`config.mk`:
```
export PLATFORM = sky130hd
export DESIGN_NAME = packet_former
export DESIGN_NICKNAME = d
export VERILOG_FILES = /design/src/hdl/output_port_pkg.sv /design/src/hdl/packet_former.sv
export SDC_FILE = /design/constraint.sdc
export NUM_CORES = 1
export LEC_CHECK = 0
export ABC_AREA = 1
export BUFFER_PORTS_ARGS = -buffer_cell sky130_fd_sc_hd__buf_2
export CAP_MARGIN = 20
export CORE_AREA = 2 2 73 75
export DETAILED_ROUTE_END_ITERATION = 10
export DIE_AREA = 0 0 75 77
export PLACE_DENSITY = 0.69
export SLEW_MARGIN = 20
export SYNTH_ARGS = -nofsm -noshare
export SYNTH_HDL_FRONTEND = slang
export SYNTH_SLANG_ARGS = --single-unit
```
`constraint.sdc`:
```
create_clock -name clk -period 1.4 [get_ports clk]
set_input_delay 0.28 -clock clk [delete_from_list [all_inputs] [get_ports clk]]
set_output_delay 0.28 -clock clk [all_outputs]
set_load 0.02 [all_outputs]
```
`src/hdl/output_port_pkg.sv`:
```
`default_nettype none

package output_port_pkg;

    ////////////////////////////////////////
    // field widths
    ////////////////////////////////////////

    // leaf and port numbering of the fat tree
    localparam int leaf_bits = 6;
    localparam int port_bits = 4;

    // remote fifo address, also the credit width
    localparam int addr_bits = 7;

    // payload is two user words side by side
    localparam int user_bits = 32;
    localparam int payload_bits = 64;

    // whole packet on the network side
    localparam int packet_bits = 97;

    // bits left between the route and the address
    localparam int reserved_bits =
        packet_bits - 1 - leaf_bits - port_bits - addr_bits - payload_bits;

    // local queue depth
    localparam int fifo_depth = 1 << addr_bits;

    // statistics counters
    localparam int stat_bits = 64;

    ////////////////////////////////////////
    // credit constants
    ////////////////////////////////////////

    // credit handed back by one add pulse
    localparam int freespace_update_size = 64;
    // remote buffer assumed nearly empty out of reset
    localparam int credit_reset = (1 << addr_bits) - 1;

    ////////////////////////////////////////
    // bundles
    ////////////////////////////////////////

    // outgoing packet, msb first
    typedef struct packed {
        logic                     valid;
        logic [leaf_bits-1:0]     dst_leaf;
        logic [port_bits-1:0]     dst_port;
        logic [reserved_bits-1:0] reserved;
        logic [addr_bits-1:0]     fifo_addr;
        logic [payload_bits-1:0]  payload;
    } packet_t;

    // destination of every packet from this port
    typedef struct packed {
        logic [leaf_bits-1:0] dst_leaf;
        logic [port_bits-1:0] dst_port;
    } route_t;

    // free space commands from the configuration side
    typedef struct packed {
        logic                 update_freespace_en;
        logic [addr_bits-1:0] freespace;
        logic                 add_freespace_en;
    } credit_cmd_t;

    // destination address load
    typedef struct packed {
        logic                 update_fifo_addr_en;
        logic [addr_bits-1:0] fifo_addr;
    } addr_cmd_t;

endpackage

`default_nettype wire

```
`src/hdl/packet_former.sv`:
```
`timescale 1ns/1ns
`default_nettype none

module packet_former (
    input  logic                                     clk,
    input  logic                                     reset,
    // network slot for this cycle
    input  logic                                     grant,
    input  logic                                     has_credit,
    input  logic                                     empty,
    // configuration
    input  output_port_pkg::addr_cmd_t               addr_cmd,
    input  output_port_pkg::route_t                  route,
    input  logic                                     done_mode,
    // queue read port
    input  logic [output_port_pkg::payload_bits-1:0] pop_data,
    output logic                                     pop,
    // to the network
    output output_port_pkg::packet_t                 packet_out
);

    import output_port_pkg::*;

    ////////////////////////////////////////
    // read issue
    ////////////////////////////////////////

    // fifo data lands one cycle after pop
    logic slot_valid;
    // destination fifo address for the next packet
    logic [addr_bits-1:0] fifo_addr_q;

    // grant only counts if there is data and room far away
    assign pop = grant & has_credit & ~empty;

    always_ff @(posedge clk) begin
        if (reset) begin
            slot_valid <= 1'b0;
        end else begin
            slot_valid <= pop;
        end
    end

    ////////////////////////////////////////
    // destination address
    ////////////////////////////////////////

    // steps after each filled slot, wraps on its own width
    always_ff @(posedge clk) begin
        if (reset) begin
            fifo_addr_q <= '0;
        end else if (addr_cmd.update_fifo_addr_en) begin
            fifo_addr_q <= addr_cmd.fifo_addr;
        end else if (slot_valid) begin
            fifo_addr_q <= fifo_addr_q + 1'b1;
        end
    end

    ////////////////////////////////////////
    // packet assembly
    ////////////////////////////////////////

    // zero bus when idle; done mode drops the popped payload
    always_comb begin
        packet_out = '0;
        if (slot_valid && !done_mode) begin
            packet_out.valid     = 1'b1;
            packet_out.dst_leaf  = route.dst_leaf;
            packet_out.dst_port  = route.dst_port;
            packet_out.reserved  = '0;
            packet_out.fifo_addr = fifo_addr_q;
            packet_out.payload   = pop_data;
        end
    end

endmodule

`default_nettype wire

```
* Yosys cells after proc, flatten, opt, wreduce, memory -nomap -nowiden
Index checks and enable logic that the tools add are counted.
Cells by class: add/sub/neg operators 1, reductions and logical operators 3, bitwise logic cells 3, multiplexer cells 3
Operators by type and width (count):
- $mux W97 | 1
- $mux W7 | 2
- $add A7 B1 Y7 const B | 1
- $and A1 B1 Y1 | 2
- $reduce_bool A2 Y1 | 1
- $logic_and A1 B1 Y1 | 1
- $logic_not A1 Y1 | 1
- $not A1 Y1 | 1
Storage, ports and cells: flip-flop bits (word level) 8, output and inout port bits 98

* Depth between registers and ports, before layout
word-level depth 3, depth in mapped cells 6, mapped depth without buffers 6

* Worst setup path after synthesis
Ideal clock, no wire load.
kind reg2out, from reg slot_valid, to out packet_out[17] (netlist bit), slack -39 ps, stages on the path, launching flop included 6, arrival time 1159 ps, required time 1120 ps, path through dfxtp_1 > inv_2 > nor2_4 > inv_4 > buf_6 > nor2_1
RTL lines:
- from (decl) | RTL line packet_former.sv:29 | logic slot_valid;
- from (signal assigned) | RTL line packet_former.sv:40 | slot_valid <= pop;
- to (decl) | RTL line packet_former.sv:19 | output output_port_pkg::packet_t packet_out

==> flow_summary_export.csv <==
group,metric,value,unit
sta,hold_viol_final,0,
synth,yosys_most_used_dff,"dfxtp_1",
route,dr_wl_met2,3.385,mm
route,wl_met1,1.952,mm
global_routing,grt_max_degree,46,
cts,clk_pin_slew,0.04,ns
outcome,status,"finished with violations",
route,routed_wl,5.963,mm
sta,rsz0062_at_grt,"yes",
setup_path,endpoint_kind,"output port",
route,route.vias.total,2042,
route,avgViaCountPerCell,4.184,
setup_path,worstPathRequired,1.12,ns
finish,drive_above_1_share,61.48,%
finish,num-nets-final,509,
route,wl_met3,449,um
finish,diodes,0,
global_routing,grt-ovfl-total,0,
cts,cts.hold.buffers_added,0,
synth,syn_inst,248,
place,portBuffers,170,
finish,final_cell_mix,"89 x buf_2, 87 x inv_1, 58 x nor2_2",
cts,worstSkewPairLatency,0.23,ns
synth,synth_top_cell_by_area,"inv_1",
cts,cts_tree,"done",
sta,drv_slew,0,
route,drtAntennaViolNets,0,
run,drv_cap,0,
die,fp-row-count,26,
synth,synth_cell_types,21,
cts,cts.sinks,8,
sta,setup_ws,-0.1998,ns
pwr,p_per_area,332.8,nW/um2
synth,synth-seq-cells,8,
global_routing,antenna_found_initial,0,
cts,clockBufferDepth,2,
synth,ys_seq_area_share,12.19,%
route,highest_layer,"met4",
worst_hold_path,hold_path.class,"primary input to flip-flop",
cts,numCtsBuffers,3,
cts,htree_levels,1,
finish,syn2layout_area_growth,115.7,%
route,drc_errors,0,
setup_path,startpoint_type,"flip-flop",
sta,fin_tns_setup,-9.384,ns
finish,fillers,449,
finish,multi_input_area,847.1,um2
synth,yosys_warnings,0,
setup_path,arrival,1.32,ns
global_routing,grtUsageTotal,16.18,%
route,drtIter0Drc,61,
cts,root_buffer,"clkbuf_8",
global_routing,grt_pass1_vias,1773,
die,die_x,75,um
setup_path,critical_path_class,"flip-flop to output port",
die,ios,186,
finish,layout_commonest_cell,"buf_2",
synth,synth_edf_count,0,
route,routedWlPerCell,12.22,um
synth,ys_top_cells_by_area,"inv_1 25%, nor2_1 20%, dfxtp_1 12%, buf_4 8.6%, buf_6 7.7%",
place,gp_congestion,0.7893,
pwr,max-vdd-ir-drop,0.0004713,V
synth,yosysTopAreaCellShare,24.86,%
sta,finClkSkew,0.002048,ns
die,initial_core_util,26.40,%
sta,fin_crit,1.600,ns
sta,fmax,0.6251,GHz
outcome,violations,"negative setup slack",
die,core_area,4977,um2
sta,period_share,114.3,%
route,firstDrtPassIters,4,
synth,syn_area,1314,um2
die,die-area,5775,um2
finish,seq_area,161.4,um2
global_routing,grt_first_pass_wirelength,7.583,mm
die,fp.dieH,77,um
synth,synthArstFlopShare,0,%
sta,setup_viol,81,
place,place_hpwl,3.970,mm
synth,postSynthAreaPerCell,5.297,um2
sta,hold_slack,0.2191,ns
setup_path,crit_fanout,11,
pwr,p_leak,1.713,nW
==> metrics by stage <==
stage	setup WS [ns]	instances	area [um2]	power, mW	util [%]
finish	-0.1998	488	2834	0.9432	56.94
global route	-0.2661	488	2834	1.003	56.94
CTS	-0.1325	484	2502	0.9031	50.28
detailed placement	0.05477	481	2228	0.6080	44.77
global placement	0.06904	481	2228	0.6030	44.77
floorplan	-0.03912	262	1456	0.4868	-
==> cell usage after synthesis (2+ instances only) <==
master,number
nor2_2,16
inv_2,2
nand2_1,11
o21ai_0,2
nand3_1,6
inv_1,87
dfxtp_1,8
buf_6,9
nor2_1,70
a22oi_1,6
buf_4,15
a21oi_1,5
nor2_4,3
==> where the power goes <==
group / internal, mW / switching [mW]
clock network: 0.186 / 0.0918
registers: 0.242 / 0.0140
logic: 0.178 / 0.232
total: 0.606 / 0.338
==> final timing paths <==
kind,from,to,slack (ns),cells after the start
max,slot_valid$_SDFF_PP0_,packet_out[40],-0.20,6
min,empty,slot_valid$_SDFF_PP0_,0.22,2
max reg2reg,fifo_addr_q[0]$_SDFFE_PP0P_,fifo_addr_q[6]$_SDFFE_PP0P_,0.24,6
min reg2reg,fifo_addr_q[1]$_SDFFE_PP0P_,fifo_addr_q[1]$_SDFFE_PP0P_,0.60,4
==> flip-flops by register name, indices dropped and copies added (netlist names) <==
name / flops
fifo_addr_q: 7
slot_valid: 1
==> per-layer routing <==
layer | global-route usage, % | up-vias
met4 | 6.607 | 0
met2 | 32.72 | 102
li1 | - | 989
met1 | 15.24 | 933
met5 | 0 | -
met3 | 2.102 | 18
==> layout make-up <==
class | instances | area share (%)
Clock buffer | 3 | 1.457
Multi-Input combinational cell | 140 | 29.89
Tap cell | 70 | 3.091
Timing Repair Buffer | 177 | 47.77
Sequential cell | 8 | 5.695
Inverter | 90 | 12.10
==> cells by family (layout without fill, tap and decap cells) <==
| group | after synthesis | in the layout | share of synthesized area, % |
|---|---|---|---|
| buffers and inverters | 114 | 270 | 42.19 |
| other | 1 | 15 | 0.2854 |
| DFF | 8 | 8 | 12.19 |
| and+or+nand+nor | 108 | 108 | 36.48 |
| xor gates and xnor gates | 1 | 1 | 0.6668 |
| AOI/OAI and AO/OA | 15 | 15 | 7.238 |
| adders and majority gates | 1 | 1 | 0.9522 |
==> critical path, cell delays in order, from the launching register on <==
cell,delay (ns)
dfxtp_2,0.33
inv_2,0.06
nor2_4,0.13
inv_6,0.08
clkbuf_16,0.18
nor2_1,0.15
buf_4,0.17
==> what timing repair did <==
| action | 4_1_cts | 5_1_grt |
|---|---|---|
| endpoints found under the setup margin | 81 | 81 |
| buffers inserted | 0 | 1 |
| gates cloned | 0 | 3 |
| resized for setup | 90 | 71 |
Note: power is estimated with default switching activity, not from simulation.
