File: src/hdl/output_port_pkg.sv
`default_nettype none

package output_port_pkg;

    ////////////////////////////////////////
    // field widths
    ////////////////////////////////////////

    // leaf and port numbering of the fat tree
    localparam int leaf_bits = 6;
    localparam int port_bits = 4;

    // remote fifo address, also the credit width
    localparam int addr_bits = 7;

    // payload is two user words side by side
    localparam int user_bits = 32;
    localparam int payload_bits = 64;

    // whole packet on the network side
    localparam int packet_bits = 97;

    // bits left between the route and the address
    localparam int reserved_bits =
        packet_bits - 1 - leaf_bits - port_bits - addr_bits - payload_bits;

    // local queue depth
    localparam int fifo_depth = 1 << addr_bits;

    // statistics counters
    localparam int stat_bits = 64;

    ////////////////////////////////////////
    // credit constants
    ////////////////////////////////////////

    // credit handed back by one add pulse
    localparam int freespace_update_size = 64;
    // remote buffer assumed nearly empty out of reset
    localparam int credit_reset = (1 << addr_bits) - 1;

    ////////////////////////////////////////
    // bundles
    ////////////////////////////////////////

    // outgoing packet, msb first
    typedef struct packed {
        logic                     valid;
        logic [leaf_bits-1:0]     dst_leaf;
        logic [port_bits-1:0]     dst_port;
        logic [reserved_bits-1:0] reserved;
        logic [addr_bits-1:0]     fifo_addr;
        logic [payload_bits-1:0]  payload;
    } packet_t;

    // destination of every packet from this port
    typedef struct packed {
        logic [leaf_bits-1:0] dst_leaf;
        logic [port_bits-1:0] dst_port;
    } route_t;

    // free space commands from the configuration side
    typedef struct packed {
        logic                 update_freespace_en;
        logic [addr_bits-1:0] freespace;
        logic                 add_freespace_en;
    } credit_cmd_t;

    // destination address load
    typedef struct packed {
        logic                 update_fifo_addr_en;
        logic [addr_bits-1:0] fifo_addr;
    } addr_cmd_t;

endpackage

`default_nettype wire

File: src/hdl/port_stats.sv
`timescale 1ns/1ns
`default_nettype none

module port_stats (
    input  logic                                  clk,
    input  logic                                  reset,
    // queue status
    input  logic                                  full,
    input  logic                                  empty,
    input  logic                                  user_valid,
    input  logic                                  done_mode,
    // statistics
    output logic [output_port_pkg::stat_bits-1:0] full_cnt,
    output logic [output_port_pkg::stat_bits-1:0] empty_cnt,
    output logic                                  stall
);

    ////////////////////////////////////////
    // queue condition counters
    ////////////////////////////////////////

    // cycles spent with the queue full
    always_ff @(posedge clk) begin
        if (reset) begin
            full_cnt <= '0;
        end else if (full && !done_mode) begin
            full_cnt <= full_cnt + 1'b1;
        end
    end

    // cycles spent with nothing to send
    always_ff @(posedge clk) begin
        if (reset) begin
            empty_cnt <= '0;
        end else if (empty && !done_mode) begin
            empty_cnt <= empty_cnt + 1'b1;
        end
    end

    // user has a word but the queue holds it off
    assign stall = user_valid & full & ~done_mode;

endmodule

`default_nettype wire

File: config.mk
export PLATFORM = sky130hd
export DESIGN_NAME = port_stats
export DESIGN_NICKNAME = d
export VERILOG_FILES = /design/src/hdl/output_port_pkg.sv /design/src/hdl/port_stats.sv
export SDC_FILE = /design/constraint.sdc
export NUM_CORES = 1
export LEC_CHECK = 0
export ABC_CLOCK_PERIOD_IN_PS = 2500
export BUFFER_PORTS_ARGS = -buffer_cell sky130_fd_sc_hd__buf_2
export CAP_MARGIN = 40
export CORE_MARGIN = 3
export CORE_UTILIZATION = 45
export CTS_CLUSTER_SIZE = 10
export DETAILED_ROUTE_END_ITERATION = 8
export PLACE_DENSITY = 0.68
export SLEW_MARGIN = 20
export SYNTH_ARGS = -nofsm -noshare
export SYNTH_HDL_FRONTEND = slang
export SYNTH_SLANG_ARGS = --single-unit
File: constraint.sdc
create_clock -name clk -period 2.5 [get_ports clk]
set_clock_uncertainty 0.2 [all_clocks]
set_input_delay 0.125 -clock clk [delete_from_list [all_inputs] [get_ports clk]]
set_output_delay 0.125 -clock clk [all_outputs]
set_load 0.02 [all_outputs]
=== Yosys cells after proc, flatten, opt, wreduce, memory -nomap -nowiden ===
Index checks and enable logic that the tools add are counted.

* $add $sub $neg: 2
* Bitwise gates (word level): 3
* Reductions and logical operators: 3

{| class="wikitable"
|+ Operators by type and width
! operator !! number
|-
| 64-bit by 1-bit adder with 64-bit output (second input constant) || 2
|-
| 1-bit bitwise AND || 2
|-
| 1-bit logical AND || 2
|-
| 1-bit zero test || 1
|-
| 1-bit inverter || 1
|}

* Register bits: 128
* Output and inout bits: 129
* Logic and storage cells: 10

=== Logic depth before layout (Yosys ltp) ===
* Depth after elaboration: 2
* Mapped depth: 7
* Gate-level depth less buffers: 6

=== Least setup slack after synthesis ===
No wires, ideal clock.

* Kind: register to register
* Start point: reg full_cnt[0] in the netlist's numbering
* End point: reg full_cnt[48] in the netlist's numbering
* Library setup time: 70 ps
* Arrival: 1,982 ps
* Data required time: 2,230 ps
* Path slack: 248 ps
* Stages on the path, launching flop included: 7
* Path buffers: 0
* Cell sequence: dfxtp_1 ha_1 nand3b_4 nor4_4 nand3_1 or4_1 a21oi_1

* Word-level cells in the longest chain between the ends: 1

{| class="wikitable"
|+ RTL lines
! item !! RTL line !! text
|-
| start, declared || port_stats.sv:13 || <nowiki>output logic [output_port_pkg::stat_bits-1:0] full_cnt,</nowiki>
|-
| start signal, assigned || port_stats.sv:27 || <nowiki>full_cnt <= full_cnt + 1'b1;</nowiki>
|-
| 64-bit by 1-bit adder with 64-bit output || port_stats.sv:27 ||
|}

Every way passes these cells.
A chain may end at the register's enable or synchronous reset.

=== Worst setup path after layout ===
* Start point: reg empty_cnt[4] in the netlist's numbering
* End point: reg empty_cnt[59] in the netlist's numbering

* Word-level cells in the longest chain between the ends: 1

{| class="wikitable"
|+ RTL lines
! item !! RTL line !! text
|-
| start, declared || port_stats.sv:14 || <nowiki>output logic [output_port_pkg::stat_bits-1:0] empty_cnt,</nowiki>
|-
| start signal, assigned || port_stats.sv:36 || <nowiki>empty_cnt <= empty_cnt + 1'b1;</nowiki>
|-
| 64-bit by 1-bit adder with 64-bit output || port_stats.sv:36 ||
|}

Every way passes these cells.

==> impl_results.md <==
- Status: complete, no violations
- Core area: 13500 µm²
- Setup TNS: 0 ps
- WL final: 16500 µm
- HPWL Detailed: 11900 µm
- Top post-synthesis cells by area: dfxtp_1 41%, xor2_1 5.4%, nor2_1 5.4%, nand4_1 4.5%, a21oi_1 4.5%
- Num CTS Buffers: 17
- Filler cells: 1259
- Critical path cell sequence: nand4_1 > nor3_4 > buf_4 > nand4_2 > buf_4 > or4_1 > a21oi_1
- Power density cells: 550 nW/µm²
- Synth-to-Final Area Change: 29.4%
- GR Overflow Total: 0
- Worst-margin pin slew: 451 ps
- R2r worst-path depth: 7
- Crit path DAT: 2490 ps
- Clock Sinks: 128
- Cells after Synth: 736
- Residual DRC: 0
- Initial Util: 0.466
- Final Hold Viols: 0
- Pin count of the biggest net entering global routing: 87
- Crit path capture: empty_cnt[59]$_SDFFE_PP0P_
- Worst-path clk slew: 50 ps
- Yosys top cell area share: 0.408
- First-pass DRT Iterations: 5
- Die ar.: 15400 µm²
- Clk buf depth: 2
- ANT cells: 0
- Async set-reset flop share out of synthesis: 0
- CP Max Fanout: 18
- Average size of a mapped cell: 8.53 µm²
- Final setup fails: 0
- Slew Viols, Final: 0
- Number of synthesized register bits: 128
- Syn. warnings: 0
- Final core area utilization: 0.603
- LEAKAGE: 3.39 nW
- CP endpoint kind: flip-flop
- Worst r2r src: empty_cnt[4]$_SDFFE_PP0P_
- Reg2Reg Capture Point: empty_cnt[59]$_SDFFE_PP0P_
- CP required: 2650 ps
- R2R Setup Slk: 170 ps
- CTS tree: yes
- Slowest CP cell: or4_1
- Post-synth EDFFs: 0
- Worst setup SP type: flip-flop
- Crit path launch: empty_cnt[4]$_SDFFE_PP0P_
- Initial antenna violation count: 0
- Most common cell after layout, fill and taps aside: buf_2
- Synthesized Nets: 744
- Num rows: 42
- Nets: 935
- Layout cells sized above 1: 0.268
- GPL Wtd Cong: 0.849
- Crit path time final: 2330 ps
- Final Cycle Share: 0.934
- Slew HR: 0.697
- Global Route Usage Sum: 0.217
- Ys flop type: dfxtp_1
- DRT iter0 DRCs: 510
- Wire per inst: 14.8 µm
- RSZ-0062 raised after global routing: false
- Maximum VDD drop: 0.000415 V
- Vias: 6147
- First-pass GRT wire length: 26700 µm
- HP Class: flip-flop to flip-flop
- Vias in the first global route: 5377
- Root buf cell: clkbuf_16
- Vias per cell: 5.51
- Worst skew pair latency: 420 ps
- Post-Syn Area: 6270 µm²
- Library cells used by synthesis: 44
- Die Width: 124 µm
- Max Clk Rate: 428 MHz
- Vert. Die Dim: 124 µm
- H-tree depth: 4
- Post-DRT Antenna Nets: 0
- Crit-path most repeated cell: buf_4
- Max Cap Viol: 0
- Largest area contributor in the netlist: dfxtp_1
- Seq/Total Area, Yosys: 0.408
- I/O pin count: 135
- Port Buf Inserts: 134
- Max stage delay on crit path: 500 ps
- Most frequent cells in the layout: 133 x buf_2, 128 x dfxtp_1, 90 x nor2_1
- Kind of critical path: flip-flop to flip-flop
[per-layer routing]
metal	GRT usage	vias up	part of all wire
li1	-	3078	-
met4	0.0705	0	0.015
met1	0.299	2885	0.47
met2	0.325	163	0.45
met5	0	-	0
met3	0.0631	21	0.066
[worst max-delay path, delay by kind of cell, from the launching register on]
kind                   cells  cell delay (ps)
AND/OR/NAND/NOR            4             1070
flip-flops                 1              430
buffers and inverters      2              400
AO/OA/AOI/OAI              1              150
[synth_stat cells, types with 3 or more instances]
library cell  count
nor2_1           90
nand4_1          45
nand3_1          44
or4_1            28
buf_2             4
dfxtp_1         128
inv_1            14
and3_1           19
nor4_1            9
nand2_1          57
clkbuf_1         15
nand4_2           7
o21ai_0          35
and4_1            6
and2_1            3
xnor2_1          26
nor3_1            7
a21oi_1          56
nor4_4            3
nor2b_1           8
nand3_2           3
nor4_2            7
or3_1            32
o31ai_1          24
xor2_1           39
nor3_4            3
[final cells by class]
type / count / area [µm²] / share of cell area
timing repair buffer: 195 / 1170 / 0.144
clock buffer: 26 / 499 / 0.0615
clock inverter: 6 / 55.1 / 0.00678
tap: 176 / 220 / 0.0271
inverter: 14 / 52.6 / 0.00647
multi-input combinational: 571 / 3560 / 0.439
sequential: 128 / 2560 / 0.316
[through the flow]
stage	area [µm²]	power [W]	hold slack [ps]	setup WS (ps)	cells
final	8120	0.00446	276	165	1116
after global routing	8120	0.00460	303	1.77	1116
after CTS	8040	0.00449	86.2	103	1110
after detailed placement	7430	0.00217	267	118	1073
after global placement	7430	0.00217	265	127	1073
after floorplan	6270	0.00215	127	248	736
[flip-flops by register name, indices dropped and copies added, names as in the netlist]
signal / cells
full_cnt: 64
empty_cnt: 64
[where the power goes]
part           switching (W)  total (W)  leakage, nW  internal [W]
Sequential        0.00000526    0.00205         1.03       0.00205
Combinational      0.0000560  0.0000854         2.08     0.0000294
Clock               0.000864    0.00233        0.278       0.00146
Total               0.000925    0.00446         3.39       0.00354
[logic make-up after synthesis]
group                    count (synthesis)  share of synthesized area
AND/OR/NAND/NOR                        386                      0.364
flip-flops                             128                      0.408
AO/OA/AOI/OAI                          115                      0.101
XOR/XNOR                                65                     0.0907
buffers and inverters                   37                     0.0263
multiplexers                             3                    0.00518
adder cells (fa/ha/maj)                  2                    0.00399
[how the worst min path moves through the flow]
stage                                          start                         end  slack (ps)  cells after the start
after global routing       full_cnt[63]$_SDFFE_PP0P_   full_cnt[63]$_SDFFE_PP0P_         300                      2
after global placement    empty_cnt[63]$_SDFFE_PP0P_  empty_cnt[63]$_SDFFE_PP0P_         260                      2
after CTS                                      reset   full_cnt[39]$_SDFFE_PP0P_          90                      2
final                     empty_cnt[63]$_SDFFE_PP0P_  empty_cnt[63]$_SDFFE_PP0P_         280                      2
after floorplan                            done_mode    full_cnt[1]$_SDFFE_PP0P_         130                      3
after detailed placement  empty_cnt[63]$_SDFFE_PP0P_  empty_cnt[63]$_SDFFE_PP0P_         270                      2
[repair_timing]
| item | in CTS | in global routing |
|---|---|---|
| setup endpoints to repair | 0 | 18 |
| hold buffers | 5 | 1 |
| buffers inserted | 0 | 4 |
| hold endpoints to repair | 6 | 10 |
| resized for setup | 0 | 2 |
Power figures use the tool's default switching activity.
