[config.mk]
export PLATFORM = sky130hd
export DESIGN_NAME = credit_counter
export DESIGN_NICKNAME = d
export VERILOG_FILES = /design/src/hdl/output_port_pkg.sv /design/src/hdl/credit_counter.sv
export SDC_FILE = /design/constraint.sdc
export NUM_CORES = 1
export LEC_CHECK = 0
export ABC_AREA = 1
export ABC_CLOCK_PERIOD_IN_PS = 1700
export BUFFER_PORTS_ARGS = -buffer_cell sky130_fd_sc_hd__clkbuf_2
export CAP_MARGIN = 40
export CORE_MARGIN = 2
export CORE_UTILIZATION = 54
export DETAILED_ROUTE_END_ITERATION = 8
export MAX_ROUTING_LAYER = met4
export PLACE_DENSITY = 0.77
export SETUP_SLACK_MARGIN = 0.05
export SLEW_MARGIN = 10
export SYNTH_ARGS = -nofsm -noshare
export SYNTH_HDL_FRONTEND = slang
export SYNTH_SLANG_ARGS = --single-unit
[constraint.sdc]
create_clock -name clk -period 1.7 [get_ports clk]
set_input_delay 0.085 -clock clk [delete_from_list [all_inputs] [get_ports clk]]
set_output_delay 0.085 -clock clk [all_outputs]
set_load 0.02 [all_outputs]
[src/hdl/output_port_pkg.sv]
`default_nettype none

package output_port_pkg;

    ////////////////////////////////////////
    // field widths
    ////////////////////////////////////////

    // leaf and port numbering of the fat tree
    localparam int leaf_bits = 6;
    localparam int port_bits = 4;

    // remote fifo address, also the credit width
    localparam int addr_bits = 7;

    // payload is two user words side by side
    localparam int user_bits = 32;
    localparam int payload_bits = 64;

    // whole packet on the network side
    localparam int packet_bits = 97;

    // bits left between the route and the address
    localparam int reserved_bits =
        packet_bits - 1 - leaf_bits - port_bits - addr_bits - payload_bits;

    // local queue depth
    localparam int fifo_depth = 1 << addr_bits;

    // statistics counters
    localparam int stat_bits = 64;

    ////////////////////////////////////////
    // credit constants
    ////////////////////////////////////////

    // credit handed back by one add pulse
    localparam int freespace_update_size = 64;
    // remote buffer assumed nearly empty out of reset
    localparam int credit_reset = (1 << addr_bits) - 1;

    ////////////////////////////////////////
    // bundles
    ////////////////////////////////////////

    // outgoing packet, msb first
    typedef struct packed {
        logic                     valid;
        logic [leaf_bits-1:0]     dst_leaf;
        logic [port_bits-1:0]     dst_port;
        logic [reserved_bits-1:0] reserved;
        logic [addr_bits-1:0]     fifo_addr;
        logic [payload_bits-1:0]  payload;
    } packet_t;

    // destination of every packet from this port
    typedef struct packed {
        logic [leaf_bits-1:0] dst_leaf;
        logic [port_bits-1:0] dst_port;
    } route_t;

    // free space commands from the configuration side
    typedef struct packed {
        logic                 update_freespace_en;
        logic [addr_bits-1:0] freespace;
        logic                 add_freespace_en;
    } credit_cmd_t;

    // destination address load
    typedef struct packed {
        logic                 update_fifo_addr_en;
        logic [addr_bits-1:0] fifo_addr;
    } addr_cmd_t;

endpackage

`default_nettype wire

[src/hdl/credit_counter.sv]
`timescale 1ns/1ns
`default_nettype none

module credit_counter (
    input  logic                         clk,
    input  logic                         reset,
    // free space commands
    input  output_port_pkg::credit_cmd_t cmd,
    // one entry sent this cycle
    input  logic                         pop,
    output logic                         has_credit
);

    import output_port_pkg::*;

    ////////////////////////////////////////
    // remote free space
    ////////////////////////////////////////

    // slots left in the far end buffer
    logic [addr_bits-1:0] credit;
    // amount added by an add pulse
    logic [addr_bits-1:0] add_step;

    // a pop in the same cycle eats one of the returned slots
    always_comb begin
        if (pop) begin
            add_step = addr_bits'(freespace_update_size - 1);
        end else begin
            add_step = addr_bits'(freespace_update_size);
        end
    end

    // load beats add, add beats plain decrement
    always_ff @(posedge clk) begin
        if (reset) begin
            credit <= addr_bits'(credit_reset);
        end else if (cmd.update_freespace_en) begin
            credit <= cmd.freespace;
        end else if (cmd.add_freespace_en) begin
            credit <= credit + add_step;
        end else if (pop && credit != '0) begin
            credit <= credit - 1'b1;
        end
    end

    ////////////////////////////////////////
    // read permission
    ////////////////////////////////////////

    // any free slot lets one more packet go
    assign has_credit = (credit != '0);

endmodule

`default_nettype wire

; Word-level counts from Yosys, hierarchy flattened
; Cells that the tools add are included.
[word_totals]
latch_bits = 0
elab_cells = 10
mem_bits_rw = 0
n_memories = 0
romBits = 0
input_bits = 12
register_bits = 7
[classes]
n_reduce_logical = 3
multipliers = 0
n_shift = 0
n_div = 0
bitwise = 0
addsub = 2
mux = 4
n_eq_ne = 0
n_lt_le_gt_ge = 0
[ops]
columns = operator, count
row1 = 7-bit 2-to-1 mux, 4
row2 = 7-bit adder, 1
row3 = 7-bit nonzero test, 1
row4 = "7-bit by 1-bit subtractor with 7-bit output, second input constant", 1
row5 = 3-bit nonzero test, 1
row6 = 1-bit logical AND, 1

; Longest topological paths before layout
[logic_depth]
word_depth = 5
mapped_depth = 14

; Least setup slack after synthesis
; Ideal clock, no wire load.
[synth_timing]
path_type = input -> register
start = input cmd[0] in the netlist's numbering
end = register credit[4]
arrival_time_ns = 1.413
setup_slack_ns = 0.162
cell_stages = 14
t_required_ns = 1.575
setup_ns = 0.125
path_cell_list = inv_1 nor2_1 inv_1 ha_1 inv_1 fa_1 inv_1 nand2_1 nand2_1 nand2_1 nand2_1 nand3_1 nand3_2 nand3_1
[synth_between]
elab_chain_len = 2
elab_cells_between_ends = 3
cone_classes = mux: 2 / reduce/logical: 1
[synth_rtl]
columns = item, line
row1 = "start, declared", credit_counter.sv:8  ; input output_port_pkg::credit_cmd_t cmd,
row2 = 7-bit 2-to-1 mux, credit_counter.sv:40  ; end else if (cmd.add_freespace_en) begin
row3 = 7-bit 2-to-1 mux, credit_counter.sv:38  ; end else if (cmd.update_freespace_en) begin
row4 = "end signal, assigned", credit_counter.sv:37  ; credit <= addr_bits'(credit_reset);
row5 = "end signal, assigned", credit_counter.sv:39  ; credit <= cmd.freespace;
row6 = "end signal, assigned", credit_counter.sv:41  ; credit <= credit + add_step;
row7 = "end, declared", credit_counter.sv:21  ; logic [addr_bits-1:0] credit;
; Several ways; a longest one is shown, not always the timed one.
; A chain may end at the register's enable or synchronous reset.

; Final worst setup path
[layout_timing]
start = register credit[0]
end = register credit[6]
[layout_between]
elab_chain_len = 4
elab_cells_between_ends = 8
cone_classes = add/sub: 2 / mux: 3 / reduce/logical: 3
[layout_rtl]
columns = item, line
row1 = 7-bit by 1-bit subtractor with 7-bit output, credit_counter.sv:43  ; credit <= credit - 1'b1;
row2 = 7-bit 2-to-1 mux, credit_counter.sv:42  ; end else if (pop && credit != '0) begin
row3 = 7-bit 2-to-1 mux, credit_counter.sv:40
row4 = 7-bit 2-to-1 mux, credit_counter.sv:38
; Several ways; a longest one is shown, not always the timed one. The select of a mux whose other input is x is not followed.

==> impl_metrics.py <==
metrics = {
    "run_status": {
        "outcome": "finished, final reports clean",
    },
    "sta": {
        "setup_viol_count_final": 0,
        "hold_violations": 0,
        "fin_crit_ns": 1.53,
        "worstMarginPinSlew_ns": 0.420,
        "slew_viol_final": 0,
        "period_share_pct": 89.9,
        "rsz0062_at_grt": "no",
        "clock.fmax_mhz": 654,
        "finalClockSkew_ns": 0.00368,
        "timing.final.ws_setup_ns": 0.171,
        "whs_ns": 0.133,
        "max_slew_margin_pct": 72.0,
    },
    "clocking": {
        "cts_setup_buffers": 0,
        "cts.htree.levels": 1,
        "cts.sinks": 7,
        "root_buffer": "clkbuf_4",
        "clk_pin_slew_ns": 0.06,
        "clk_latency_ns": 0.26,
        "cts_hold_buf": 0,
        "cts_made_buffers": 3,
        "cts_tree": "built",
        "cts_buffer_depth": 2,
    },
    "place": {
        "port_buffers": 12,
        "globalplace.congestion": 0.918,
        "hpwl_um": 1450,
        "place_inst": 155,
        "place_ws_ns": -0.0376,
    },
    "synthesis": {
        "syn_inst": 122,
        "synth_nets": 143,
        "synth_compound_gate_area_share_pct": 6.21,
        "ys_ff_latch": 7,
        "synth-simple-area-share_pct": 49.8,
        "yosys_warnings": 0,
        "synthAdderAreaFrac_pct": 16.1,
        "synth_xor_area_share_pct": 0,
        "synth_area_um2": 746,
        "synthFlopType": "dfxtp_1",
        "synth_top_family_by_area": "simple AND/OR/NAND/NOR gates",
        "async_flop_share_pct": 0,
        "synth_edf_count": 0,
        "synth_area_per_cell_um2": 6.11,
        "muxShareOfSynthArea_pct": 0,
        "ys_seq_area_share_pct": 18.8,
        "synth_cell_types": 20,
    },
    "drt": {
        "drtPass1Iterations": 4,
        "drc_errors": 0,
        "routed_via_density": 5.29,
        "drt_iter0_drc": 18,
        "finalWirelength_um": 1760,
        "wl_per_cell_um": 11.1,
        "via_count": 841,
        "antenna_left": 0,
    },
    "critical_path": {
        "crit_family": "simple AND/OR/NAND/NOR gates",
        "cpPeakStageDelay_ns": 0.36,
        "crit_chain": "ha_4, inv_1, fa_2, inv_2, nand2_1, nand2_2, nand3_1, nand3_1, nand3_1, nand2_1, nand2_1",
        "cp_data_arrival_time_ns": 1.68,
        "path_buf_inv": 2,
        "worstPathRequired_ns": 1.85,
        "cp_max_fo": 3,
        "startpoint_type": "flop",
        "worstSetupPathType": "reg2reg",
        "crit_slowest_cell": "dfxtp_2",
        "end_kind": "flop",
    },
    "die": {
        "start_util_pct": 57.3,
        "die_w_um": 41.2,
        "die_y_um": 41.2,
        "dieArea_um2": 1690,
        "io_pins": 13,
        "rows": 13,
        "coreArea_um2": 1300,
    },
    "finish": {
        "reg_top3": "credit: 7 flops",
        "largest_reg_flops": 7,
        "finalNonFillerCells": 159,
        "top_register": "credit",
        "drive_above_1_share_pct": 25.0,
        "final_common_cell": "nand2_1",
        "area_delta_synth_final_pct": 23.0,
        "nets": 166,
        "final_cell_mix": "nand2_1 (38), nand3_1 (24), inv_1 (16)",
        "n_antenna_cell": 0,
        "nFillCells": 130,
    },
    "power_and_ir_drop": {
        "vdd_drop_max_mv": 0.502,
        "leakagePower_nw": 0.493,
        "p_per_area_nw_per_um2": 684,
        "power_mw": 0.628,
    },
    "grt": {
        "grt_pass1_vias": 714,
        "overflow": 0,
        "grt_pass1_wl_um": 2730,
        "grt_max_degree": 11,
        "track_usage_pct": 25.7,
        "antenna_found_initial": 0,
    },
    "worst_hold_path": {
        "hp-class": "in2reg",
    },
    "run": {
        "cap_violations": 0,
    },
}
==> Yosys cell counts, types with 2 or more instances <==
cell type / instances / area [um^2]
nand2_1: 39 / 146
nand3_1: 24 / 120
inv_1: 17 / 63.8
ha_1: 8 / 100
dfxtp_1: 7 / 140
nor2_1: 7 / 26.3
a21oi_1: 4 / 20.0
nor2_2: 3 / 18.8
nand2_2: 2 / 12.5
==> worst paths after layout <==
| path | cells past startpoint | to | slack [ns] | startpoint |
|---|---|---|---|---|
| max | 11 | credit[6] | 0.17 | credit[0] |
| min | 5 | credit[1] | 0.13 | cmd[2] |
| max reg2reg | 11 | credit[6] | 0.17 | credit[0] |
| min reg2reg | 2 | credit[3] | 0.56 | credit[3] |
==> power by group <==
group	internal (mW)	switching, mW	total, mW
combinational	0.112	0.149	0.262
sequential	0.183	0.0209	0.204
clock	0.0903	0.0719	0.162
total	0.386	0.242	0.628
==> what timing repair did <==
item                                    CTS  global route
cloned                                    0             0
endpoints found under the hold margin     0             0
endpoints found under the setup margin    1             2
resized for setup                         2             5
==> metrics by stage <==
stage,util (%),TNS (ns),instance area [um^2]
3_5_place_dp,66.8,-0.0376,870
4_1_cts,69.1,0,900
2_1_floorplan,-,0,746
3_3_place_gp,66.8,-0.00635,870
6_report,70.5,0,917
5_1_grt,70.5,0,917
==> cell families (layout without fill, tap and decap cells) <==
kind of cell | after synthesis | after routing
DFF | 7 | 7
AOI/OAI and AO/OA | 7 | 7
adders and majority gates | 9 | 9
buffers and inverters | 18 | 40
and+or+nand+nor | 81 | 81
==> metal layers <==
metal | vias up | track usage, % | share of wire [%]
met3 | 2 | 8.15 | 5.2
met1 | 378 | 27.4 | 43
met4 | 0 | 4.84 | 0.91
met5 | - | - | 0
met2 | 24 | 46.5 | 50
li1 | 437 | - | -
==> area by class of cell <==
class                      count  area (um^2)  area share, %
tap                           15         18.8           2.05
multi-input combinational     97          558           60.8
timing repair buffer          18          105           11.5
sequential                     7          141           15.4
clock buffer                   4         26.3           2.86
inverter                      18         67.6           7.37
==> worst reg2reg max path: cells and delay by family (launching register included) <==
| kind | cells | cell delay (ns) |
|---|---|---|
| flops | 1 | 0.36 |
| fa+ha+maj | 2 | 0.47 |
| buf+inv | 2 | 0.11 |
| simple gates | 7 | 0.49 |
No activity file was read; power rests on OpenSTA's default activity.
