$ cat src/hdl/output_port_pkg.sv
`default_nettype none

package output_port_pkg;

    ////////////////////////////////////////
    // field widths
    ////////////////////////////////////////

    // leaf and port numbering of the fat tree
    localparam int leaf_bits = 6;
    localparam int port_bits = 4;

    // remote fifo address, also the credit width
    localparam int addr_bits = 7;

    // payload is two user words side by side
    localparam int user_bits = 32;
    localparam int payload_bits = 64;

    // whole packet on the network side
    localparam int packet_bits = 97;

    // bits left between the route and the address
    localparam int reserved_bits =
        packet_bits - 1 - leaf_bits - port_bits - addr_bits - payload_bits;

    // local queue depth
    localparam int fifo_depth = 1 << addr_bits;

    // statistics counters
    localparam int stat_bits = 64;

    ////////////////////////////////////////
    // credit constants
    ////////////////////////////////////////

    // credit handed back by one add pulse
    localparam int freespace_update_size = 64;
    // remote buffer assumed nearly empty out of reset
    localparam int credit_reset = (1 << addr_bits) - 1;

    ////////////////////////////////////////
    // bundles
    ////////////////////////////////////////

    // outgoing packet, msb first
    typedef struct packed {
        logic                     valid;
        logic [leaf_bits-1:0]     dst_leaf;
        logic [port_bits-1:0]     dst_port;
        logic [reserved_bits-1:0] reserved;
        logic [addr_bits-1:0]     fifo_addr;
        logic [payload_bits-1:0]  payload;
    } packet_t;

    // destination of every packet from this port
    typedef struct packed {
        logic [leaf_bits-1:0] dst_leaf;
        logic [port_bits-1:0] dst_port;
    } route_t;

    // free space commands from the configuration side
    typedef struct packed {
        logic                 update_freespace_en;
        logic [addr_bits-1:0] freespace;
        logic                 add_freespace_en;
    } credit_cmd_t;

    // destination address load
    typedef struct packed {
        logic                 update_fifo_addr_en;
        logic [addr_bits-1:0] fifo_addr;
    } addr_cmd_t;

endpackage

`default_nettype wire

$ cat src/hdl/word_packer.sv
`timescale 1ns/1ns
`default_nettype none

module word_packer (
    input  logic                                 clk,
    input  logic                                 reset,
    // user stream
    input  logic                                 user_valid,
    input  logic [output_port_pkg::user_bits-1:0] user_data,
    // queue side
    input  logic                                 full,
    output logic                                 ack,
    output logic                                 push,
    output logic [output_port_pkg::payload_bits-1:0] push_data
);

    import output_port_pkg::*;

    ////////////////////////////////////////
    // user handshake
    ////////////////////////////////////////

    // accept whenever the queue has room
    logic accept;
    // high while waiting for the upper word
    logic upper_next;
    // first word of the pair parks here
    logic [user_bits-1:0] low_word;

    assign ack    = ~full;
    assign accept = user_valid & ack;

    ////////////////////////////////////////
    // pairing
    ////////////////////////////////////////

    // toggles on every accepted word
    always_ff @(posedge clk) begin
        if (reset) begin
            upper_next <= 1'b0;
        end else if (accept) begin
            upper_next <= ~upper_next;
        end
    end

    // hold the low half until its partner shows up
    always_ff @(posedge clk) begin
        if (accept && !upper_next) begin
            low_word <= user_data;
        end
    end

    // second word goes straight into the queue with the held one
    assign push      = accept & upper_next;
    assign push_data = {user_data, low_word};

endmodule

`default_nettype wire

$ cat config.mk
export PLATFORM = sky130hd
export DESIGN_NAME = word_packer
export DESIGN_NICKNAME = d
export VERILOG_FILES = /design/src/hdl/output_port_pkg.sv /design/src/hdl/word_packer.sv
export SDC_FILE = /design/constraint.sdc
export NUM_CORES = 1
export LEC_CHECK = 0
export ABC_AREA = 1
export BUFFER_PORTS_ARGS = -buffer_cell sky130_fd_sc_hd__buf_4
export CAP_MARGIN = 15
export CORE_MARGIN = 10
export CORE_UTILIZATION = 41
export DETAILED_ROUTE_END_ITERATION = 10
export PLACE_DENSITY = 0.87
export SYNTH_ARGS = -nofsm -noshare
export SYNTH_HDL_FRONTEND = slang
export SYNTH_SLANG_ARGS = --single-unit
$ cat constraint.sdc
create_clock -name clk -period 4.9 [get_ports clk]
set_clock_uncertainty 0.2 [all_clocks]
set_input_delay 0.245 -clock clk [delete_from_list [all_inputs] [get_ports clk]]
set_output_delay 0.245 -clock clk [all_outputs]
set_load 0.02 [all_outputs]
# Word level (Yosys, flattened, before mapping)
# Cells that the tools add are included.
dict set report word_totals {
  register_bits 33
  input_bits 36
  output_inout_bits 66
  word_cells 8
}
dict set report classes {
  bitwise_logic 4
  n_reduce_logical 2
}
# operator count
set ops {}
lappend ops {{1-bit bitwise AND} 2}
lappend ops {{1-bit inverter} 2}
lappend ops {{1-bit logical AND} 1}
lappend ops {{1-bit zero test} 1}

# Logic depth before layout (Yosys ltp)
# Gate-level depths: netlist of the first run.
dict set report logic_depth {
  ltp_word 3
  depth_mapped 4
  ltp_nobuf 4
}

# Worst setup path before layout of the first run
# No wires, ideal clock.
dict set report synth_path {
  kind {input port to flip-flop}
  start {in full}
  end {reg low_word[0], enable pin}
  setup_ns 0.421
  arrival_time_ns 1.788
  required_ns 4.279
  setup_slack_ns 2.491
  path_stages 3
  path_buffers 0
  path_cell_list {inv_2 -> nand2_1 -> nor2_1}
}
dict set report synth_between {
  elab_chain_cells 3
}
# item line_no
set synth_lines {}
lappend synth_lines {{start: declaration} word_packer.sv:11} ;# input logic full,
lappend synth_lines {{1-bit inverter} word_packer.sv:30} ;# assign ack = ~full;
lappend synth_lines {{1-bit bitwise AND} word_packer.sv:31} ;# assign accept = user_valid & ack;
lappend synth_lines {{1-bit logical AND} word_packer.sv:48} ;# if (accept && !upper_next) begin
lappend synth_lines {{end signal: assignment} word_packer.sv:49} ;# low_word <= user_data;
lappend synth_lines {{end: declaration} word_packer.sv:28} ;# logic [user_bits-1:0] low_word;
# No other way between the ends.
# A chain may end at the register's enable or synchronous reset.

==> key figures, run 1 <==
Synth
  • Yosys warnings: 0
  • Cell area after synthesis: 1260 um^2
  • Mapped Nets: 110
  • Post-synthesis sequential area ratio: 77.7%
  • FF+latch count, synth: 33
  • Cells after synthesis: 74
  • Distinct cell type count of the synthesized netlist: 9
  • Synth Area per Inst: 17.1 um^2

Critical path
  • Maximum fanout along the worst path: 1
  • Most frequent CP cell: dlygate4sd3_1
  • Crit path DAT: 1690 ps
  • Critical-path top delay cell: dlygate4sd3_1
  • Crit. End Element: register
  • Crit path kind: in -> reg
  • WP data required: 4970 ps
  • Launching element type of the critical path: input pin
  • Slowest stage delay, CP: 570 ps
  • Crit-path cells: dlygate4sd3_1 > buf_4 > inv_1 > nand2_1 > nor2_1 > dlygate4sd3_1

Cells and area
  • Register area: 981 um^2
  • Final nets: 221
  • N_diodes: 0
  • Finished Layout Cells: 219
  • Area occupied by multi-input gates: 32.5 um^2
  • Synth-to-Final Area Change: 76.7%
  • Fillcell total: 194
  • Most common cell after layout, fill and taps aside: buf_4
  • Most frequent cells in the layout: 102 x buf_4, 34 x dlygate4sd3_1, 32 x edfxtp_1, 5 x clkbuf_4
  • Fin area: 2230 um^2
  • Fraction of layout instances using a drive strength above 1: 59.7%

Drt
  • Detailed-route via count: 938
  • Via/cell ratio: 4.28
  • Initial DRC count: 22
  • Remaining DRCs: 0
  • Wirelength per Cell: 18.1 um
  • DR pass1 iterations: 4
  • DRT antenna net count: 0
  • Total Wirelength: 3970 um

Floorplanning
  • Starting Density: 42.0%
  • Die Y: 75.5 um
  • Die X: 75.5 um
  • Die area: 5700 um^2
  • Floorplan row count: 20
  • Area of the core: 3000 um^2
  • # IOs: 102

Global route
  • Total Routing Usage GR: 14.1%
  • Largest net degree at the start of global routing: 33
  • First-pass GRT wire length: 5670 um
  • Gr ovfl total: 0
  • Initial antenna violation count: 0
  • Vias in the first global route: 1098

Clock tree
  • TritonCTS sink count: 33
  • Root Buffer: clkbuf_4
  • Clk buf depth: 2
  • Skew-Pair Late Insertion Delay: 320 ps
  • H-tree Lvls: 2
  • Number of gates resized after CTS: 0
  • Reg clk slew, reported paths: 100 ps
  • CTS tree: done
  • CTS Buf Count: 5

Pwr
  • Power density over cell area: 274 nW/um^2
  • Leakage: 1.01 nW
  • Total power: 0.000611 W
  • Max VDD drop: 187 uV

STA
  • Worst slew pin tran: 407 ps
  • Upper clock frequency limit: 616 MHz
  • Final Cycle Share: 33.1%
  • Final hold viol count: 0
  • Endpoints failing setup: 0
  • Setup TNS: 0 ps
  • Relative slew margins: 72.9%
  • RSZ-0062 raised after global routing: false
  • Final Max Slew Viols: 0
  • Min cycle time layout: 1620 ps

Placed design
  • RD Place Congestion: 0.639
  • DPL Wire Length: 2690 um
  • DP Cell Count: 177
  • Port bufs: 101
  • Post-placement cell area: 1830 um^2

Run status
  • Outcome: finished, final reports clean

Flow run
  • Number of max-cap violations: 0

Hold path
  • HP Class: in -> reg
==> metrics by stage <==
step	hold WS [ps]	setup slack (ps)	util (%)
floorplan	144	2490	-
global placement	233	3450	61.0
detailed placement	235	3410	61.0
CTS	395	3370	74.3
global route	417	3230	74.3
finish	430	3280	74.3
==> critical path, delay by kind of cell <==
kind	cells	cell delay, ps
simple gates	2	150
buf+inv	4	1280
==> cell type report <==
type                            instances  area share (%)
Clock buffer                            8            2.64
Inverter                                3           0.505
Multi-Input combinational cell          6            1.46
Sequential cell                        33            44.0
Tap cell                               33            1.85
Timing Repair Buffer                  136            49.6
==> layer usage <==
layer	share of wire [%]	track usage (%)	up-vias
met4	0.78	6.19	0
met1	29	10.4	425
met5	0	0	-
met3	15	9.90	4
met2	55	26.4	64
li1	-	-	445
==> where the power goes <==
part,total (W),switching [W],internal [W]
Combinational,0.000131,0.0000637,0.0000673
Sequential,0.000328,0.00000381,0.000324
Clock,0.000152,0.0000815,0.0000708
==> flip-flops by register name, summed over array words and instances, names as in the netlist <==
name,flops
upper_next,1
low_word,32
==> cell usage after synthesis (all sizes together) <==
cell,number,area (um^2)
a21oi,1,5.00
edfxtp,32,961
inv,3,11.3
buf,32,240
nand3,1,10.0
dfxtp,1,20.0
nor2,2,7.51
nand2,2,7.51
==> final timing paths <==
path,from,to,slack [ps],depth (start not counted)
setup reg to reg,upper_next$_SDFFE_PP0P_,upper_next$_SDFFE_PP0P_,3390,4
hold / removal,full,low_word[9]$_DFFE_PP_,430,5
setup / recovery,reset,upper_next$_SDFFE_PP0P_,3280,6
hold reg to reg,upper_next$_SDFFE_PP0P_,low_word[9]$_DFFE_PP_,730,2
==> cells by family (layout without fill, tap and decap cells) <==
kind of cell / count (synthesis) / after routing / share of synthesized area [%]
AND/OR/NAND/NOR: 5 / 5 / 1.98
buffers and inverters: 35 / 147 / 19.9
AO/OA/AOI/OAI: 1 / 1 / 0.396
flip-flops: 33 / 33 / 77.7
==> timing repair <==
| item | in CTS | in global routing |
|---|---|---|
| endpoints found under the hold margin | 33 | 0 |
| setup buffers | 0 | 0 |
| hold buffers | 34 | 0 |
| endpoints found under the setup margin | 0 | 0 |
(Power assumes the default switching activity.)
==> run 2: changes to the inputs <==
--- a/config.mk
+++ b/config.mk
@@ -5,13 +5,13 @@
 export SDC_FILE = /design/constraint.sdc
 export NUM_CORES = 1
 export LEC_CHECK = 0
-export ABC_AREA = 1
+export ABC_AREA = 0
 export BUFFER_PORTS_ARGS = -buffer_cell sky130_fd_sc_hd__buf_4
 export CAP_MARGIN = 15
 export CORE_MARGIN = 10
-export CORE_UTILIZATION = 41
+export CORE_UTILIZATION = 38
 export DETAILED_ROUTE_END_ITERATION = 10
-export PLACE_DENSITY = 0.87
+export PLACE_DENSITY = 0.81
 export SYNTH_ARGS = -nofsm -noshare
 export SYNTH_HDL_FRONTEND = slang
 export SYNTH_SLANG_ARGS = --single-unit
==> constraint.sdc (replaced) <==
create_clock -name clk -period 1.5 [get_ports clk]
set_clock_uncertainty 0.2 [all_clocks]
set_input_delay 0.075 -clock clk [delete_from_list [all_inputs] [get_ports clk]]
set_output_delay 0.075 -clock clk [all_outputs]
set_load 0.02 [all_outputs]
==> run 2 against run 1 <==
Net effect:
- worst hold slack got worse by 160 ps
- synthesized area up 0.79%
- clock power increased to 3.1 times the previous value
- routed wire length up 21%
- count of clock-buffer cells in the layout is the same
- utilization is 1.2 points lower
- global-route usage rose by 1.3 points
- largest cell class unchanged
- largest power group unchanged
==> key figures, run 2 <==
Hold path
  • HP Class: in -> reg
  • Min-delay src: user_data[28]
  • Hold Path Sink: low_word[28]$_DFFE_PP_
  • Hold Crit Depth: 2 (-3)

STA
  • Upper clock frequency limit: 687 MHz
  • RSZ-0062 raised after global routing: false
  • Setup TNS: 0 ps (unchanged)
  • Final hold viol count: 0 (unchanged)
  • Final Cycle Share: 97.1%
  • Final Max Slew Viols: 0 (unchanged)
  • Worst slew pin tran: 195 ps (-212 ps)
  • Endpoints failing setup: 0 (unchanged)
  • WHS: 275 ps (-155 ps)
  • Min cycle time layout: 1460 ps
  • Relative slew margins: 87.0% (+14 points)

Cells and area
  • Register area: 981 um^2 (unchanged)
  • Number of flip-flops in the largest register: 32 (unchanged)
  • Most frequent cells in the layout: 99 x buf_4, 35 x dlygate4sd3_1, 32 x edfxtp_1, 5 x clkbuf_4, 3 x clkbuf_1
  • Most flops, register: low_word
  • Largest regs: low_word: 32 flops, upper_next: 1 flops
  • Synth-to-Final Area Change: 79.7%
  • N_diodes: 0 (unchanged)
  • Final nets: 220 (-0.45%)
  • Most common cell after layout, fill and taps aside: buf_4
  • Fraction of layout instances using a drive strength above 1: 60.0% (+0.32 points)
  • Fillcell total: 184 (-5.2%)
  • Area occupied by multi-input gates: 62.6 um^2 (+92%)

Critical path
  • Most frequent CP cell: nor2b_4
  • Slowest stage delay, CP: 560 ps (about the same)
  • Reg-to-Reg Start: upper_next$_SDFFE_PP0P_
  • WP data required: 1330 ps (-3640 ps)
  • R2R depth: 2 (-2)
  • Launching element type of the critical path: input pin
  • Flop-to-flop setup slack: 270 ps (-3120 ps)
  • Crit-path cells: dlygate4sd3_1 > buf_6 > nor2b_4 > nor2b_4 > buf_12
  • Crit. End Element: register
  • Critical-path top delay cell: dlygate4sd3_1
  • Crit path kind: in -> reg
  • R2R Path End: low_word[15]$_DFFE_PP_
  • Crit path DAT: 1290 ps (-400 ps)
  • Maximum fanout along the worst path: 32 (+31)

Synth
  • Yosys top cell area share: 75.5% (-0.60 points)
  • Post-synth top cells: 32 x buf_4, 32 x edfxtp_1
  • Top cells by area, synth: edfxtp_1 76%, buf_4 19%, dfxtp_1 1.6%
  • Yosys warnings: 0 (unchanged)
  • Distinct cell type count of the synthesized netlist: 10 (+1)
  • Post-synthesis sequential area ratio: 77.1% (-0.61 points)
  • Synth Area per Inst: 17.7 um^2 (+3.6%)
  • Ys async rst share: 0% (unchanged)
  • Synth Flop Type: edfxtp_1
  • Mapped Nets: 108 (-1.8%)
  • Post-synth EDFFs: 32 (unchanged)
  • Cell area after synthesis: 1270 um^2 (+0.79%)
  • Cells after synthesis: 72 (-2.7%)
  • FF+latch count, synth: 33 (unchanged)
  • Synth area leader: edfxtp_1

Global route
  • Largest net degree at the start of global routing: 33 (unchanged)
  • Initial antenna violation count: 0 (unchanged)
  • Gr ovfl total: 0 (unchanged)
  • Total Routing Usage GR: 15.4% (+1.3 points)
  • First-pass GRT wire length: 6800 um (+20%)
  • Vias in the first global route: 1086 (-1.1%)

Drt
  • DRT antenna net count: 0 (unchanged)
  • Wirelength per Cell: 20.9 um (+16%)
  • Remaining DRCs: 0 (unchanged)
  • Via/cell ratio: 4.36 (+1.9%)
  • DR pass1 iterations: 4 (unchanged)
  • Detailed-route via count: 999 (+6.5%)
  • Total Wirelength: 4800 um (+21%)
  • Initial DRC count: 61 (+180%)

Clock tree
  • Skew-Pair Late Insertion Delay: 330 ps (about the same)
  • Reg clk slew, reported paths: 100 ps (about the same)
  • Root Buffer: clkbuf_4
  • Post-CTS Setup Inserts: 0 (unchanged)
  • H-tree Lvls: 2 (unchanged)
  • CTS Buf Count: 5 (unchanged)
  • TritonCTS sink count: 33 (unchanged)
  • Clk buf depth: 2 (unchanged)
  • CTS tree: done

Pwr
  • Leakage: 1.01 nW (+0.80%)
  • Max VDD drop: 446 uV (+140%)
  • Power density over cell area: 879 nW/um^2 (+220%)

Floorplanning
  • # IOs: 102 (unchanged)
  • Area of the core: 3130 um^2 (+4.2%)
  • Die Y: 77.9 um (+3.1%)
  • Die area: 6060 um^2 (+6.4%)
  • Die X: 77.9 um (+3.1%)
  • Starting Density: 40.7% (-1.4 points)
  • Floorplan row count: 20 (unchanged)

Run status
  • Outcome: finished, final reports clean

Placed design
  • Port bufs: 101 (unchanged)
  • RD Place Congestion: 0.675 (+5.6%)

Flow run
  • Number of max-cap violations: 0 (unchanged)
[run 2: cells by family after synthesis]
logic type	synth area share [%]
AND/OR/NAND/NOR	2.56
multiplexers	1.18
buffers and inverters	19.2
flip-flops	77.1
[run 2: final cells by class]
type / count / area share [%]
Tap cell: 44 / 2.41
Sequential cell: 33 / 42.9
Inverter: 1 / 0.164
Clock buffer: 8 / 2.13
Multi-Input combinational cell: 6 / 2.74
Timing Repair Buffer: 137 / 49.7
[run 2: worst max-delay path, delay by kind of cell]
kind                   cells  cell delay [ps]
buffers and inverters      3              900
AND/OR/NAND/NOR            2              300
[run 2: routing by layer]
layer / track usage (%) / vias up / wire length [um]
met5: 0 / - / 0
met1: 16.6 / 479 / 1800
met3: 5.99 / 4 / 531
met2: 25.7 / 73 / 2410
met4: 7.66 / 0 / 64
li1: - / 443 / -
[run 2: power by group]
| part | internal, W | leakage [nW] | switching [W] |
|---|---|---|---|
| registers | 0.00106 | 0.306 | 0.0000149 |
| logic | 0.000236 | 0.681 | 0.000224 |
| clock network | 0.000187 | 0.0265 | 0.000288 |
[run 2: how the worst max path moves through the flow]
stage	from	end	slack (ps)	cells after the start
global route	full	low_word[15]$_DFFE_PP_	7	5
finish	full	low_word[15]$_DFFE_PP_	40	5
floorplan	upper_next$_SDFFE_PP0P_	low_word[0]$_DFFE_PP_	60	1
detailed placement	full	low_word[31]$_DFFE_PP_	230	4
CTS	user_valid	push	20	5
global placement	full	low_word[24]$_DFFE_PP_	270	4
[run 2: repair_timing]
action                                  CTS  global route
endpoints found under the setup margin    0            33
resized for setup                         0             4
hold endpoints to repair                 33             0
hold buffers                             35             0
[run 2: per-stage QoR]
stage / instances / utilization [%] / power (W) / cell area [um^2] / setup slack [ps]
3_5_place_dp: 186 / 59.9 / 0.00147 / 1870 / 231
4_1_cts: 229 / 72.6 / 0.00199 / 2270 / 18.9
3_3_place_gp: 186 / 59.9 / 0.00146 / 1870 / 267
2_1_floorplan: 72 / - / 0.00130 / 1280 / 59.8
5_1_grt: 229 / 73.1 / 0.00209 / 2290 / 7.27
6_report: 229 / 73.1 / 0.00201 / 2290 / 43.9
